## src/verilog/dpram_pkg.sv

```systemverilog
package dpram_pkg;

	// ram geometry.
	localparam int addr_w = 10;
	localparam int data_w = 16;
	localparam int ram_depth = 1024;

	// the twelve addresses every operation touches, as two blocks of six.
	localparam int low_base = 0;
	localparam int high_base = 504;
	localparam int block_len = 6;

	typedef logic [addr_w-1:0] addr_t;
	typedef logic [data_w-1:0] word_t;

	// button bit 0 maps to load, bit 1 to increment, bit 2 to fibonacci.
	typedef enum logic [1:0] {
		op_load,
		op_increment,
		op_fibonacci
	} op_t;

	// one request to a ram port.
	typedef struct packed {
		logic wen;
		addr_t addr;
		word_t din;
	} port_req_t;

endpackage
```

## src/verilog/button_decoder.sv

```systemverilog
`timescale 1ns/1ps

module button_decoder (
	input logic clk,
	input logic reset,
	input logic [2:0] button_code,
	input logic ack,
	output logic req,
	output dpram_pkg::op_t op
);

	typedef enum logic [1:0] {
		st_idle,
		st_armed,
		st_request,
		st_ack_wait
	} state_t;

	logic [2:0] sync_1;
	logic [2:0] sync_2;
	state_t state;

	// lowest-numbered pressed button wins.
	function automatic dpram_pkg::op_t pick_op(input logic [2:0] buttons);
		if (buttons[0])
			return dpram_pkg::op_load;
		else if (buttons[1])
			return dpram_pkg::op_increment;
		return dpram_pkg::op_fibonacci;
	endfunction

	always_ff @(posedge clk or posedge reset) begin
		if (reset) begin
			sync_1 <= '0;
			sync_2 <= '0;
		end else begin
			sync_1 <= button_code;
			sync_2 <= sync_1;
		end
	end

	// buttons are only looked at in idle, so presses during an operation are dropped.
	always_ff @(posedge clk or posedge reset) begin
		if (reset) begin
			state <= st_idle;
			req <= 1'b0;
		end else begin
			case (state)
			st_idle: begin
				if (|sync_2)
					state <= st_armed;
			end
			st_armed: begin
				if (sync_2 == 3'b000) begin // the operation starts on release.
					req <= 1'b1;
					state <= st_request;
				end
			end
			st_request: begin
				if (ack) begin
					req <= 1'b0;
					state <= st_ack_wait;
				end
			end
			st_ack_wait: begin
				if (!ack)
					state <= st_idle;
			end
			default: state <= st_idle;
			endcase
		end
	end

	// op holds from the press until the controller has finished with it.
	always_ff @(posedge clk) begin
		if (state == st_idle && |sync_2)
			op <= pick_op(sync_2);
	end

endmodule

```

## config.mk

```make
export PLATFORM = sky130hd
export DESIGN_NAME = button_decoder
export DESIGN_NICKNAME = d
export VERILOG_FILES = /design/src/verilog/dpram_pkg.sv /design/src/verilog/button_decoder.sv
export SDC_FILE = /design/constraint.sdc
export NUM_CORES = 1
export LEC_CHECK = 0
export ABC_AREA = 1
export BUFFER_PORTS_ARGS = -buffer_cell sky130_fd_sc_hd__buf_4
export CAP_MARGIN = 25
export CORE_AREA = 2 2 39 41
export DETAILED_ROUTE_END_ITERATION = 10
export DIE_AREA = 0 0 41 43
export SLEW_MARGIN = 5
export SYNTH_ARGS = -nofsm -noshare
export SYNTH_HDL_FRONTEND = slang
export SYNTH_SLANG_ARGS = --single-unit
```

## constraint.sdc

```tcl
create_clock -name clk -period 1.3 [get_ports clk]
set_input_delay 0.13 -clock clk [delete_from_list [all_inputs] [get_ports clk]]
set_output_delay 0.13 -clock clk [all_outputs]
set_load 0.02 [all_outputs]
```

== Word level (Yosys, flattened, before mapping) ==
Index checks and enable logic that the tools add are counted.
Word-level totals
  bits in registers: 11
  latch bits: 0
  RAM bits: 0
  memory bits (read-only): 0
  input port bits: 6
  output and inout bits: 3
  word-level logic and storage cells: 35
  memories kept: 0
Cells by class
  add/subtract/negate cells: 0
  multipliers: 0
  divide/modulo/power cells: 0
  $lt $le $gt $ge: 0
  equality and inequality tests: 7
  shifts and indexed selects: 0
  multiplexer cells: 13
  bitwise operators: 1
  reductions and logical operators: 8
Operators by type and width (number)
  2-bit two-way mux: 6
  2-bit case mux with 4 select lines: 1
  2-bit inequality test (second input constant): 3
  1-bit two-way mux: 5
  2-bit == test (second input constant): 2
  4-bit AND reduction: 1
  3-bit logical NOT: 1
  3-bit AND reduction: 1
  3-bit OR reduction: 1
  2-bit by 1-bit == test with 1-bit output (second input constant): 1
  2-bit logical NOT: 1
  2-bit by 1-bit inequality test with 1-bit output (second input constant): 1
  1-bit case mux with 2 select lines: 1
  2-bit nonzero test: 1
  2-bit OR reduction: 1
  1-bit logical AND: 1
  1-bit NOT: 1

== Longest topological paths before layout ==
  depth in word-level cells: 5
  gate-level depth with buffers: 7
  gate-level depth less buffers: 7

== Least setup slack after synthesis ==
Ideal clock, no wire load.
  path type: reg-to-reg
  start point: register state[0]
  end point: register state[0]
  setup time: 121 ps
  arrival time: 1001 ps
  required time: 1179 ps
  path slack: 178 ps
  cell stages (with the launch flop): 6
  path buffers: 0
  clock period less this slack: 1122 ps
  path through: dfrtp_1 -> inv_1 -> ha_1 -> or2_2 -> nand2_1 -> nand2_1
On the way
  word-level cells in the longest chain between the ends: 3
  elaborated cells between the ends (all ways): 10
  those cells by class: eq/ne: 7; mux: 1; reduce/logical: 2
Ends and longest elaborated chain
  start, declared: RTL line button_decoder.sv:21  | state_t state;
  start signal, assigned: RTL line button_decoder.sv:45  | state <= st_idle;
  start signal, assigned: RTL line button_decoder.sv:51  | state <= st_armed;
  start signal, assigned: RTL line button_decoder.sv:56  | state <= st_request;
  2-bit by 1-bit == test with 1-bit output (tied with other cells): RTL line button_decoder.sv:48  | case (state)
  2-bit inequality test (no source line) or 2-bit by 1-bit inequality test with 1-bit output (tied branches)
  4-bit AND reduction (no source line)
Parallel ways exist; a longest one is shown, timed or not.
A chain may end at the register's enable or synchronous reset.

== Worst setup path after layout ==
Same ends and word-level chain as after synthesis.

==> metrics.md <==
| Metric | Value |
|---|---|
| Worst-Margin Slew | `approximately 330 ps` |
| Routing usage on met1 | `0.09524` |
| Ys Warns | `0` |
| Starting DRT DRC Count | `0` |
| Via density | `around 4.2` |
| Most used routing layer | `met2` |
| Ports | `9` |
| First-pass GRT wire length | `1179 um` |
| Setup crit end | `state[0]` |
| Grt total ovfl | `0` |
| HPWL Detailed | `about 530 um` |
| Top post-synthesis cells by area | `dfrtp_1 (45%), ha_1 (13%), edfxtp_1 (12%)` |
| Vias | `between 300 and 400` |
| Drc violations | `0` |
| Largest net degree at the start of global routing | `10` |
| Root Buffer | `clkbuf_4` |
| Syn nets | `slightly below 60` |
| Final TNS setup | `0 ps` |
| Max Cap Violations | `0` |
| Worst reg2reg path endpoint | `state[0]` |
| H-tree depth | `1` |
| Netlist cell types | `13` |
| Finish-stage setup viols | `0` |
| PD cells | `1879 nW/um2` |
| Layout cells sized above 1 | `0.3385` |
| Critical path origin | `state[0]` |
| Req. time, crit path | `roughly 1400 ps` |
| Die Area | `around 1800 um2` |
| Die W | `roughly 40 um` |
| CTS tree | `built` |
| Row cnt | `14` |
| Crit path capture type | `flop` |
| Initial antenna violation count | `0` |
| Clock sink count | `11` |
| TritonCTS Buffers | `3` |
| Max Fanout on Critical Path | `4` |
| Final hold vios | `0` |
| Cell Area, Synth | `about 500 um2` |
| Slew headroom | `0.7809` |
| RePlAce Congestion | `0.7249` |
| Sequential element share of the synthesized area | `0.5714` |
| Post-route ant nets | `0` |
| Synth Instances | `48` |
| Worst reg-to-reg setup slack | `approximately 64 ps` |
| Met2 Usage GRT | `0.1719` |
| Critical path class | `flop to flop` |
| Worst Path Arrival | `1370 ps` |
| FILL cells | `142` |
| Avg Cell Area, Syn | `around 10 um2` |
| Initial Utilization | `0.3608` |
| Placed insts | `~70` |
| Max Root-Sink Buffers | `2` |
| Fmax | `0.8088 GHz` |
| Vias in the first global route | `approximately 340` |
| R2R cell count | `5` |
| Final cell count without fillers | `slightly above 80` |
| Port Buffers | `8` |
| CORE AREA | `about 1400 um2` |
| DRT Wirelength | `roughly 720 um` |
| Min Tclk post-route | `between 1000 and 1500 ps` |
| Placed cell area | `about 580 um2` |
| Setup Slack @ Placement | `75.86 ps` |
| Final hold slack | `approximately 150 ps` |
| First-pass DRT Iterations | `1` |
| Power Total | `~1.2 mW` |
| Most frequent cells in the layout | `buf_4 (9), dfrtp_1 (9), nand2_1 (8)` |
| Post-synth top area cell | `dfrtp_1` |
| Status | `completed` |
| Clk slew on worst S/H paths | `~60 ps` |
| Nets | `between 70 and 80` |
| Diode count | `0` |
| Final instance area | `655.6 um2` |
| Max VDD drop | `between 700 and 800 uV` |
| Chip height | `about 43 um` |
| Final Max Slew Viols | `0` |
| Area growth from synthesis to layout | `31.33%` |
| R2r startpoint | `state[0]` |
| Worst min path class | `input pin to flop` |
| Synth top area share | `0.4511` |
| Fin crit share | `0.9511` |
| Lkg Pwr | `roughly 0.35 nW` |
| Unrepaired setup endpoints after global routing | `no` |
| Met3 Use GR | `0.07853` |
| Total GRT Usage | `0.1062` |
| Final Util | `0.4738` |
| Per-cell routed wire length | `8.852 um` |
| Post-synthesis register bit count | `11` |
| Final clock skew | `between 7 and 8 ps` |
| Setup WS post-layout | `63.61 ps` |
| Worst skew pair latency | `about 260 ps` |
| CP Launch Type | `flop` |
cells in the mapped netlist:
master / number
or2_2: 1
nand3_1: 3
nand2_2: 3
ha_1: 5
nor2_1: 2
dfrtp_1: 9
nor2_2: 1
inv_2: 2
edfxtp_1: 2
nor2_4: 1
inv_1: 8
nand2_1: 9
o21bai_1: 2
cell families after synthesis:
kind of cell | count (synthesis) | share of synthesized area
flops | 11 | 0.5714
compound gates | 2 | 0.03007
buf+inv | 10 | 0.07520
simple gates | 20 | 0.1980
fa+ha+maj | 5 | 0.1253
layout make-up:
class	count	area, um2	area share
clock buffers	4	26.28	0.04008
inverters	10	37.54	0.05725
multi-input cells	27	178.9	0.2729
flip-flops and latches	11	285.3	0.4351
well taps	16	20.02	0.03053
repair buffers	13	107.6	0.1641
registers in the layout, summed over array words and instances, names as in the netlist:
| name | cells |
|---|---|
| op | 2 |
| state | 2 |
| sync_1 | 3 |
| req | 1 |
| sync_2 | 3 |
worst min-delay path by stage:
stage / to / start / cells after the start
floorplan: req / reset / 1
global placement: req / reset / 2
detailed placement: req / reset / 2
CTS: req / ack / 4
global route: req / ack / 4
finish: req / ack / 4
routing by layer:
layer	vias to the layer above	share of wire
met5	-	0
met4	0	0.0084
met3	2	0.075
met2	9	0.54
met1	154	0.38
li1	177	-
repair_timing:
action | in CTS | in global routing
endpoints found under the setup margin | 0 | 2
hold buffers | 4 | 0
gates resized for setup | 0 | 2
endpoints found under the hold margin | 12 | 0
setup buffers | 0 | 1
where the power goes:
group	total [mW]	internal [mW]	switching, mW
sequential	0.484	0.439	0.0449
clock	0.218	0.118	0.0993
combinational	0.531	0.235	0.296
worst max-delay path, cell delays in order (launching register included):
cell and delay, ps:
dfrtp_1 380, inv_1 100, ha_1 240, or2_2 270, nand2_1 70, nand2_1 60
No activity file was read; power rests on OpenSTA's default activity.
