File: src/verilog/dpram_pkg.sv
package dpram_pkg;

	// ram geometry.
	localparam int addr_w = 10;
	localparam int data_w = 16;
	localparam int ram_depth = 1024;

	// the twelve addresses every operation touches, as two blocks of six.
	localparam int low_base = 0;
	localparam int high_base = 504;
	localparam int block_len = 6;

	typedef logic [addr_w-1:0] addr_t;
	typedef logic [data_w-1:0] word_t;

	// button bit 0 maps to load, bit 1 to increment, bit 2 to fibonacci.
	typedef enum logic [1:0] {
		op_load,
		op_increment,
		op_fibonacci
	} op_t;

	// one request to a ram port.
	typedef struct packed {
		logic wen;
		addr_t addr;
		word_t din;
	} port_req_t;

endpackage
File: src/verilog/board_fsm.sv
`timescale 1ns/1ps

module board_fsm (
	input logic clk,
	input logic reset,
	input logic req,
	input dpram_pkg::op_t op,
	output logic ack,
	input dpram_pkg::addr_t display_addr,
	output dpram_pkg::word_t display_out,
	output dpram_pkg::port_req_t port_a,
	output dpram_pkg::port_req_t port_b,
	input dpram_pkg::word_t dout_a,
	input dpram_pkg::word_t dout_b
);

	typedef enum logic [1:0] {
		st_idle,
		st_run,
		st_done
	} state_t;

	state_t state;
	logic [4:0] step;
	logic [4:0] last_step;
	dpram_pkg::op_t cur_op;
	dpram_pkg::addr_t pair_lo;
	dpram_pkg::addr_t pair_hi;
	dpram_pkg::addr_t inc_addr;

	// maps an index 0 to 11 onto the low block followed by the high block.
	function automatic dpram_pkg::addr_t set_addr(input logic [3:0] index);
		if (index < 4'(dpram_pkg::block_len))
			return dpram_pkg::addr_t'(dpram_pkg::low_base) + dpram_pkg::addr_t'(index);
		return dpram_pkg::addr_t'(dpram_pkg::high_base)
			+ dpram_pkg::addr_t'(index - 4'(dpram_pkg::block_len));
	endfunction

	always_ff @(posedge clk or posedge reset) begin
		if (reset) begin
			state <= st_idle;
			step <= '0;
		end else begin
			case (state)
			st_idle: begin
				step <= '0;
				if (req)
					state <= st_run;
			end
			st_run: begin
				step <= step + 5'd1;
				if (step == last_step)
					state <= st_done; // the last write lands on this edge.
			end
			st_done: begin
				if (!req)
					state <= st_idle;
			end
			default: state <= st_idle;
			endcase
		end
	end

	always_ff @(posedge clk) begin
		if (state == st_idle && req)
			cur_op <= op;
	end

	// ack spans the whole operation plus the wait for req to drop.
	assign ack = (state != st_idle);

	always_comb begin
		case (cur_op)
		dpram_pkg::op_load: last_step = 5'(dpram_pkg::block_len - 1);
		dpram_pkg::op_increment: last_step = 5'(4 * dpram_pkg::block_len - 1);
		default: last_step = 5'd3;
		endcase
	end

	// load fills two neighbours per cycle; increment spends two cycles per word.
	assign pair_lo = set_addr({step[2:0], 1'b0});
	assign pair_hi = set_addr({step[2:0], 1'b1});
	assign inc_addr = set_addr(step[4:1]);

	always_comb begin
		port_a = '0;
		port_b = '0;
		port_a.addr = display_addr; // display read whenever nothing runs.
		if (state == st_run) begin
			case (cur_op)
			dpram_pkg::op_load: begin
				port_a.wen = 1'b1;
				port_a.addr = pair_lo;
				port_a.din = dpram_pkg::word_t'(pair_lo);
				port_b.wen = 1'b1;
				port_b.addr = pair_hi;
				port_b.din = dpram_pkg::word_t'(pair_hi);
			end
			dpram_pkg::op_increment: begin
				port_a.addr = inc_addr;
				port_a.wen = step[0]; // even steps read, odd steps write back.
				port_a.din = dout_a + dpram_pkg::word_t'(1);
			end
			default: begin
				case (step[1:0])
				2'd0: begin
					port_a.addr = set_addr(4'd0);
					port_b.addr = set_addr(4'd1);
				end
				2'd1: begin
					port_a.wen = 1'b1;
					port_a.addr = set_addr(4'd2);
					port_a.din = dout_a + dout_b;
				end
				2'd2: begin
					port_a.addr = set_addr(4'd1);
					port_b.addr = set_addr(4'd2);
				end
				default: begin
					// old mem[1] shifts down and the new sum moves into mem[1].
					port_a.wen = 1'b1;
					port_a.addr = set_addr(4'd0);
					port_a.din = dout_a;
					port_b.wen = 1'b1;
					port_b.addr = set_addr(4'd1);
					port_b.din = dout_b;
				end
				endcase
			end
			endcase
		end
	end

	// dout_a in idle answers the display read issued on the previous edge.
	assign display_out = (state == st_idle) ? dout_a : '0;

endmodule

File: config.mk
export PLATFORM = sky130hd
export DESIGN_NAME = board_fsm
export DESIGN_NICKNAME = d
export VERILOG_FILES = /design/src/verilog/dpram_pkg.sv /design/src/verilog/board_fsm.sv
export SDC_FILE = /design/constraint.sdc
export NUM_CORES = 1
export LEC_CHECK = 0
export ABC_AREA = 1
export BUFFER_PORTS_ARGS = -buffer_cell sky130_fd_sc_hd__buf_2
export CAP_MARGIN = 15
export CORE_MARGIN = 2
export CORE_UTILIZATION = 42
export CTS_CLUSTER_SIZE = 25
export DETAILED_ROUTE_END_ITERATION = 10
export PLACE_DENSITY = 0.69
export REMOVE_ABC_BUFFERS = 1
export SLEW_MARGIN = 20
export SYNTH_ARGS = -nofsm -noshare
export SYNTH_HDL_FRONTEND = slang
export SYNTH_SLANG_ARGS = --single-unit
File: constraint.sdc
create_clock -name clk -period 4.4 [get_ports clk]
set_input_delay 1.1 -clock clk [delete_from_list [all_inputs] [get_ports clk]]
set_output_delay 1.1 -clock clk [all_outputs]
set_load 0.02 [all_outputs]
# After elaboration in Yosys (flattened, before gate mapping)
# Index checks and enable logic that the tools add are counted.
# word_totals
regBits,9
latchBits,0
mem_bits_rw,0
rom_bits,0
output_inout_bits,71
elab_cells,59
memories,0
# classes
n_addsub,9
mul,0
n_div,0
n_lt_le_gt_ge,3
eq_ne,9
shifts,0
n_mux,26
bitwise_logic,0
n_reduce_logical,9
# op_table
cell,count
$pmux W27 S2,2
$mux W10,6
$mux W27,2
$mux W16,2
$pmux W16 S2,1
$add A9 B10 Y10 const A,3
$pmux W5 S2,2
$add A16 B1 Y16 const B,1
$add A16 B16 Y16,1
$sub A4 B3 Y5 const B,3
$lt A4 B3 Y1 const B,3
$pmux W2 S2,2
$eq A2 B1 Y1 const B,3
$logic_not A2 Y1,3
$mux W2,3
$ne A2 B2 Y1 const B,3
$pmux W2 S3,1
$add A5 B1 Y5 const B,1
$eq A5 B5 Y1,1
$mux W1,5
$eq A2 B2 Y1 const B,2
$reduce_bool A2 Y1,2
$reduce_and A3 Y1,1
$reduce_or A3 Y1,1
other kinds (2),2

# Logic depth before layout (Yosys ltp)
# Gate-level depths: netlist (run 1).
# depth
ltp_word,5
ltp_mapped,13

# Worst setup path after synthesis (run 1)
# OpenSTA, ideal clock, no wires.
# synth_timing
kind,in2out
startpoint,in dout_a[0]
endpoint,out port_a[12] (netlist name)
arrival_ns,2.586
required_ns,3.300
setup_slack_ns,0.714
cell_stages,12
n_path_buf,0
path_cell_list,ha_1 -> inv_1 -> fa_1 -> inv_1 -> nand3_1 -> nand3_1 -> nand3_1 -> nand4_1 -> nand3_1 -> nand2_1 -> nand2_1 -> a21oi_1
# synth_rtl
item,line_no,text
start: declaration,board_fsm.sv:13,"input dpram_pkg::word_t dout_a,"
end: declaration,board_fsm.sv:11,"output dpram_pkg::port_req_t port_a,"

==> results_dict.tcl, run 1 <==
set metrics [dict create \
    wl_per_cell_um 14.1 \
    grt_overflow 0 \
    h-tree-depth 1 \
    die_area_sq_um 7210 \
    final_nets 700 \
    setup_tns_ns 0 \
    outcome "completed" \
    yosysUniqueCellTypes 42 \
    synth-edff-count 2 \
    finish.utilization 0.540 \
    critical_path.cell_chain "buf_2, ha_1, inv_1, fa_1, inv_1, nand2_1, nand3_1, nand2_1, nand3b_1, nand3_1, nand2_1, nand2_1, a21oi_1, buf_2" \
    hold_viol 0 \
    clkSlewWorstSetupHoldPaths_ns 0.04 \
    clockBufferDepth 2 \
    cts_sinks 9 \
    final_common_cell "nand2_1" \
    stdcell_count 701 \
    crit_path_frequent_cell "nand2_1" \
    ys_warn_count 0 \
    drtIter0Drc 225 \
    r2r_slack_ns 2.44 \
    start_util 0.433 \
    dp.cells 697 \
    crit_type "primary input to output port" \
    clkLatencyLatePin_ns 0.23 \
    rr_endpoint "state[0]$_DFFE_PP0P_" \
    r2r-start "cur_op[1]$_DFFE_PP_" \
    viasPerCell 5.24 \
    reg2regPathDepth 7 \
    setup_viol 0 \
    async_flop_share 0.778 \
    die_x_um 84.9 \
    cts_buffers 3 \
    ant_nets 0 \
    hold_buffers 0 \
    synth_ff_type "dfrtp_1" \
    cap_violations 0 \
    route.vias.total 3676 \
    syn_inst 516 \
    antenna_found_initial 0 \
    wl_um 9870 \
    max_stage_delay_ns 0.35 \
    syn_to_final_growth_pct 24.6 \
    grt_pass1_vias 3364 \
    cts_tree "done" \
    startpoint_type "primary input" \
    cp-end-kind "output port" \
    grt_util_all_layers 0.267 \
    fin_crit_sh 0.929 \
    slowest_stage "fa_1" \
    skew_ns 0.00543 \
    powerDensity_nw_per_um2 469 \
    row_count 29 \
    gp_congestion 0.982 \
    worst_slew_margin_rel 0.510 \
    post_cts_buffers 0 \
    port_buffers 117 \
    clockRootBuffer "clkbuf_8" \
    grt_setup_unrepaired "false" \
    cts-resized-gates 0 \
    hpwlAfterDp_um 8000 \
    insertedDiodeCount 0 \
    drive_above_1_share 0.239 \
    crit_required_ns 3.30 \
    holdPathStages 1 \
    multiInputGateArea_sq_um 2100 \
    mostFrequentLayoutCells "nand2_1 (131), buf_2 (117), inv_1 (79)" \
    die_y_um 84.9 \
    drc_errors 0 \
    fill_cells 715 \
    fin_ws_ns 0.313 \
    synth_area_sq_um 2750 \
    crit_arrival_ns 2.99 \
    cp_max_fo 6 \
    io_pins 118 \
    leakage_nw 2.06 \
    final_max_slew_viol_count 0 \
    ys_seq_area_frac 0.0855 \
    hold_start "step[4]$_DFFE_PP0P_" \
    ys_ff_latch 9 \
    grt_start_max_net_pins 25 \
    period_needed_ns 4.09 \
    peakVddDrop_mv 0.410 \
    grt_first_pass_wirelength_um 15900 \
    fmax_ghz 0.245 \
    pre_cts_ws_ns 0.352 \
    dr.pass1.iters 5 \
    worst_slew_pin_slew_ns 0.734 \
    ff_latch_area_sq_um 235 \
    power_mw 1.61 \
    avgSynthCellArea_sq_um 5.33 \
    min_to "step[4]$_DFFE_PP0P_" \
    core_region_area_sq_um 6350 \
    hp-class "register to register" \
]
-- where the power goes --
part / internal [mW] / switching, mW
clock network: 0.0631 / 0.0325
registers: 0.110 / 0.0348
logic: 0.420 / 0.947
-- area by class of cell --
| cell class | instances | area share |
|---|---|---|
| Multi-Input combinational cell | 400 | 0.612 |
| Timing Repair Buffer | 121 | 0.180 |
| Inverter | 90 | 0.0986 |
| Sequential cell | 9 | 0.0687 |
| Tap cell | 77 | 0.0281 |
| Clock buffer | 4 | 0.0131 |
-- metrics by stage --
step	area, sq um	hold slack (ns)
after floorplan	2670	0.437
after global placement	3380	0.454
after detailed placement	3380	0.457
after CTS	3430	0.462
after global routing	3430	0.488
final	3430	0.459
-- routing by layer --
| layer | vias up | global-route usage | part of all wire |
|---|---|---|---|
| li1 | 1887 | - | - |
| met1 | 1601 | 0.366 | 0.46 |
| met2 | 176 | 0.464 | 0.46 |
| met3 | 12 | 0.0321 | 0.070 |
| met4 | 0 | 0.0361 | 0.0094 |
| met5 | - | 0 | 0 |
-- worst max path at each step --
| stage | slack (ns) | from | end | cells after the start |
|---|---|---|---|---|
| 6_report | 0.31 | dout_a[0] | port_a[10] | 14 |
| 5_1_grt | 0.15 | dout_a[0] | port_a[10] | 14 |
| 4_1_cts | 0.35 | dout_a[0] | port_a[10] | 14 |
| 2_1_floorplan | 0.07 | state[1]$_DFFE_PP0P_ | port_a[21] | 5 |
| 3_3_place_gp | 0.36 | dout_a[0] | port_a[10] | 14 |
| 3_5_place_dp | 0.35 | dout_a[0] | port_a[10] | 14 |
-- worst max-delay path: cells and delay by family --
kind | cells | cell delay [ns]
buffers and inverters | 4 | 0.49
adder cells (fa/ha/maj) | 2 | 0.53
AO/OA/AOI/OAI | 1 | 0.19
AND/OR/NAND/NOR | 7 | 0.67
-- sequential cells by signal, indices dropped and copies added, names as in the netlist --
name,count
step,5
state,2
cur_op,2
-- cell families after synthesis --
group,after synthesis,synth area share
buffers and inverters,107,0.152
adders and majority gates,28,0.130
AOI/OAI and AO/OA,106,0.216
and+or+nand+nor,263,0.406
DFF,9,0.0855
xor gates and xnor gates,3,0.00956
-- synthesized netlist by cell type (all sizes together), types with 2 or more instances --
cell / n / area share
a211oi: 3 / 0.010
a21oi: 48 / 0.089
a22oi: 2 / 0.0055
a31oi: 2 / 0.0045
buf: 9 / 0.019
clkbuf: 8 / 0.011
dfrtp: 7 / 0.064
edfxtp: 2 / 0.022
ha: 27 / 0.12
inv: 90 / 0.12
nand2: 134 / 0.19
nand3: 34 / 0.066
nand3b: 2 / 0.0055
nand4: 3 / 0.0068
nor2: 73 / 0.11
nor3: 14 / 0.027
o211ai: 3 / 0.0082
o21a: 2 / 0.0055
o21ai: 37 / 0.067
o221ai: 3 / 0.0096
o22ai: 2 / 0.0045
xor2: 2 / 0.0064
No activity file was read; power rests on OpenSTA's default activity.
==> run 2: changes to the inputs <==
CELL_PAD_IN_SITES_DETAIL_PLACEMENT = 1   (was not set)
CELL_PAD_IN_SITES_GLOBAL_PLACEMENT = 1   (was not set)
CORE_UTILIZATION = 34   (was 42)
PLACE_DENSITY = 0.86   (was 0.69)
SETUP_SLACK_MARGIN = 0.2   (was not set)
==> run 2 against run 1 <==
  * Via count is 5.3% higher
  * Routed wire length is 16% higher
  * Die area is 22% higher
  * Critical path type unchanged
  * Critical path depth stayed put
  * Power is 2.2% higher
  * Sequential share of layout area is 0.067 points lower
  * Combinational power hardly changed
  * Fmax is 1.8% higher
  * Hold slack better by 0.010 ns
  * Cell count is 3.4% higher
==> results_dict.tcl, run 2 (synthesized netlist as in run 1, its figures left out) <==
set metrics [dict create \
    outcome "completed" \
    syn_to_final_growth_pct 25.8 \
    wl_per_cell_um 15.8 \
    viasPerCell 5.34 \
    setup_viol 0 \
    skew_ns 0.000648 \
    crit_arrival_ns 2.92 \
    grt_overflow 0 \
    io_pins 118 \
    period_needed_ns 4.02 \
    route.vias.total 3869 \
    fill_cells 1173 \
    die_x_um 93.9 \
    fin_crit_sh 0.913 \
    crit_required_ns 3.30 \
    grt_pass1_vias 3859 \
    port_buffers 117 \
    clockBufferDepth 2 \
    drive_above_1_share 0.241 \
    crit_type "primary input to output port" \
    dr.pass1.iters 5 \
    h-tree-depth 1 \
    multiInputGateArea_sq_um 2100 \
    pre_cts_ws_ns 0.386 \
    clkSlewWorstSetupHoldPaths_ns 0.04 \
    cp_max_fo 5 \
    row_count 32 \
    cts-resized-gates 0 \
    worst_slew_pin_slew_ns 1.01 \
    clkLatencyLatePin_ns 0.23 \
    final_nets 699 \
    cap_violations 0 \
    ff_latch_area_sq_um 235 \
    grt_setup_unrepaired "false" \
    post_cts_buffers 0 \
    hp-class "register to register" \
    hold_buffers 0 \
    clockRootBuffer "clkbuf_8" \
    wl_um 11500 \
    grt_util_all_layers 0.255 \
    mostFrequentLayoutCells "nand2_1 (131), buf_2 (116), inv_1 (79)" \
    insertedDiodeCount 0 \
    drc_errors 0 \
    core_region_area_sq_um 7770 \
    finish.utilization 0.445 \
    grt_first_pass_wirelength_um 18300 \
    top_regs "step x5, cur_op x2, state x2" \
    leakage_nw 2.06 \
    die_area_sq_um 8820 \
    setup_tns_ns 0 \
    hold_viol 0 \
    antenna_found_initial 0 \
    peakVddDrop_mv 0.318 \
    cts_sinks 9 \
    final_max_slew_viol_count 0 \
    largest_reg_flops 5 \
    drtIter0Drc 148 \
    hpwlAfterDp_um 9510 \
    cts_tree "done" \
    cp-end-kind "output port" \
    ant_nets 0 \
    whs_ns 0.470 \
    start_util 0.354 \
    largest_register "step" \
    worst_slew_margin_rel 0.323 \
    gp_congestion 0.900 \
    die_y_um 93.9 \
    fin_ws_ns 0.384 \
    fmax_ghz 0.249 \
    cts_buffers 3 \
    startpoint_type "primary input" \
    powerDensity_nw_per_um2 475 \
    grt_start_max_net_pins 32 \
    final_common_cell "nand2_1" \
]
## run 2: changes by cell type in the layout (fill, tap and decap cells not counted)
cell / delta
buf_2: -1
ha_1: -1
ha_2: +1
nand3_1: -1
nand3_2: +1
## run 2: through the flow
| stage | total power, mW | area [sq um] | instances |
|---|---|---|---|
| 2_1_floorplan | 1.04 | 2670 | 499 |
| 3_3_place_gp | 1.50 | 3400 | 721 |
| 3_5_place_dp | 1.54 | 3400 | 721 |
| 4_1_cts | 1.64 | 3450 | 725 |
| 5_1_grt | 1.79 | 3460 | 725 |
| 6_report | 1.64 | 3460 | 725 |
## run 2: final timing paths
path                                          start                    to  slack (ns)  cells past startpoint
worst max-delay path                      dout_a[6]            port_a[11]        0.38                     14
worst min-delay path            step[4]$_DFFE_PP0P_   step[4]$_DFFE_PP0P_        0.47                      1
worst max register to register  cur_op[1]$_DFFE_PP_  state[0]$_DFFE_PP0P_        2.43                      7
worst min register to register  step[4]$_DFFE_PP0P_   step[4]$_DFFE_PP0P_        0.47                      1
max in group asynchronous                     reset  state[1]$_DFFE_PP0P_        3.39                      2
min in group asynchronous                     reset  state[0]$_DFFE_PP0P_        0.80                      2
## run 2: area by class of cell
cell class / count / share of cell area
tap: 102 / 0.0369
inverter: 90 / 0.0976
multi-input combinational: 400 / 0.608
timing repair buffer: 120 / 0.176
sequential: 9 / 0.0680
clock buffer: 4 / 0.0130
## run 2: critical path, cell delays in order
cell     delay [ns]
buf_2          0.13
ha_1           0.37
nand2_1        0.13
inv_1          0.07
a21oi_1        0.16
nand2_1        0.13
nand2_1        0.12
nand2_1        0.07
nand2_1        0.06
nand3_1        0.10
nand2_1        0.09
nand2_1        0.05
a21oi_1        0.14
buf_2          0.20
## run 2: per-layer routing
layer / up-vias / wire [um] / GRT usage
li1: 1887 / - / -
met1: 1794 / 5060 / 0.333
met2: 171 / 5540 / 0.467
met3: 17 / 734 / 0.0241
met4: 0 / 149 / 0.0302
met5: - / 0 / 0
## run 2: power by group
group / switching [mW] / total, mW / internal (mW) / leakage (nW)
sequential: 0.0361 / 0.146 / 0.110 / 0.109
clock: 0.0328 / 0.0960 / 0.0632 / 0.0228
combinational: 0.982 / 1.40 / 0.418 / 1.93
total: 1.05 / 1.64 / 0.592 / 2.06
==> run 3: changes to the inputs <==
BUFFER_PORTS_ARGS = not set   (was -buffer_cell sky130_fd_sc_hd__buf_2)
CORE_UTILIZATION = 42   (was 34)
DONT_BUFFER_PORTS = 1   (was not set)
PLACE_DENSITY = 0.79   (was 0.86)
==> run 3 against run 2 <==
  * Design area down 15%
  * Hold slack gained 0.066 ns
  * Cell count is 18% lower
  * Count of clock-buffer cells in the layout is the same
==> results_dict.tcl, run 3 (synthesized netlist as in run 1, its figures left out) <==
set metrics [dict create \
    die_area_sq_um 7210 \
    hold_buffers 0 \
    cp_max_fo 6 \
    critical_path.cell_chain "ha_1, inv_1, fa_1, inv_1, nand3_1, nand3_1, nand3_1, nand4_1, nand3_1, nand2_1, nand2_1, a21oi_1, buf_4" \
    reg2regPathDepth 6 \
    viasPerCell 5.82 \
    clkSlewWorstSetupHoldPaths_ns 0.04 \
    gp_congestion 0.910 \
    holdPathStages 1 \
    largest_register "step" \
    drt-met1-wl_um 4670 \
    final_common_cell "nand2_1" \
    powerDensity_nw_per_um2 509 \
    wl_met2_um 5030 \
    path_buf_inv 3 \
    cts-resized-gates 0 \
    clkLatencyLatePin_ns 0.24 \
    crit_type "primary input to output port" \
    antenna_found_initial 0 \
    top_regs "step x5, cur_op x2, state x2" \
    grt_setup_unrepaired "false" \
    port_buffers 0 \
    clockBufferDepth 2 \
    period_needed_ns 3.94 \
    drtIter0Drc 159 \
    top_layer "met4" \
    final_max_slew_viol_count 0 \
    crit_required_ns 3.30 \
    crit_family "simple AND/OR/NAND/NOR gates" \
    worst_slew_pin_slew_ns 1.04 \
    startpoint_type "primary input" \
    dr.pass1.iters 5 \
    grt_overflow 0 \
    fmax_ghz 0.254 \
    outcome "completed" \
    row_count 29 \
    grt_pass1_vias 3488 \
    setup_tns_ns 0 \
    slowest_stage "fa_1" \
    post_cts_buffers 0 \
    fin_crit_sh 0.895 \
    setup_viol 0 \
    rr_endpoint "step[4]$_DFFE_PP0P_" \
    cts_sinks 9 \
    core_region_area_sq_um 6350 \
    worst-path-stages 13 \
    max_stage_delay_ns 0.39 \
    ant_nets 0 \
    dr_wl_met3_um 885 \
    cts_tree "done" \
    hold_start "step[4]$_DFFE_PP0P_" \
    final_nets 597 \
    start_util 0.433 \
    crit_arrival_ns 2.84 \
    wl_um 10700 \
    crit_path_frequent_cell "nand3_1" \
    die_y_um 84.9 \
    die_x_um 84.9 \
    cp-end-kind "output port" \
    r2r_slack_ns 2.39 \
    grt_util_all_layers 0.295 \
    r2r-start "step[0]$_DFFE_PP0P_" \
    grt_first_pass_wirelength_um 17200 \
    io_pins 118 \
    route.vias.total 3480 \
    fin_ws_ns 0.463 \
    insertedDiodeCount 0 \
    mostFrequentLayoutCells "nand2_1 (131), inv_1 (79), nor2_1 (67)" \
    syn_to_final_growth_pct 7.23 \
    wl_per_cell_um 17.9 \
    clockRootBuffer "clkbuf_8" \
    pre_cts_ws_ns 0.385 \
    drc_errors 0 \
    hold_viol 0 \
    hpwlAfterDp_um 8640 \
    h-tree-depth 1 \
    skew_ns 0.00251 \
    largest_reg_flops 5 \
    drive_above_1_share 0.0902 \
    leakage_nw 1.60 \
    min_to "step[4]$_DFFE_PP0P_" \
    hp-class "register to register" \
    peakVddDrop_mv 0.401 \
    grt_start_max_net_pins 32 \
    cap_violations 0 \
    worst_slew_margin_rel 0.303 \
    cts_buffers 3 \
]
## run 3: cell types whose count changed in the layout (fill, tap and decap cells not counted)
cell     before  now
nand3_2       3    2
nand3_1      31   32
buf_2       116    0
a21oi_2       1    2
a21oi_1      47   46
ha_1         26   27
ha_2          1    0
buf_4         4   18
## run 3: how the worst max path moves through the flow
stage / from / endpoint / slack, ns
2_1_floorplan: state[1]$_DFFE_PP0P_ / port_a[21] / 0.07
3_3_place_gp: dout_a[0] / port_a[8] / 0.49
3_5_place_dp: dout_a[0] / port_a[8] / 0.39
4_1_cts: dout_a[0] / port_a[8] / 0.38
5_1_grt: dout_a[0] / port_a[12] / 0.26
6_report: dout_a[0] / port_a[12] / 0.46
## run 3: where the power goes
| part | switching (mW) | internal [mW] |
|---|---|---|
| registers | 0.0312 | 0.110 |
| logic | 0.939 | 0.318 |
| clock network | 0.0371 | 0.0635 |
| total | 1.01 | 0.492 |
## run 3: through the flow
stage | power [mW] | instances | utilization | hold slack [ns] | instance area, sq um
final | 1.50 | 598 | 0.464 | 0.535 | 2950
after global routing | 1.61 | 598 | 0.464 | 0.557 | 2950
after CTS | 1.49 | 598 | 0.464 | 0.522 | 2950
after detailed placement | 1.38 | 594 | 0.457 | 0.499 | 2900
after global placement | 1.34 | 594 | 0.457 | 0.452 | 2900
after floorplan | 1.04 | 499 | - | 0.437 | 2670
## run 3: per-layer routing
layer  GRT usage  vias to the layer above
li1            -                     1679
met1       0.387                     1643
met3      0.0574                       12
met2       0.509                      146
met4      0.0491                        0
met5           0                        -
## run 3: final cells by class
class	instances	area, sq um
Fill cell	965	3400
Inverter	90	338
Clock buffer	4	45.0
Multi-Input combinational cell	400	2100
Sequential cell	9	235
Timing Repair Buffer	18	135
Tap cell	77	96.3
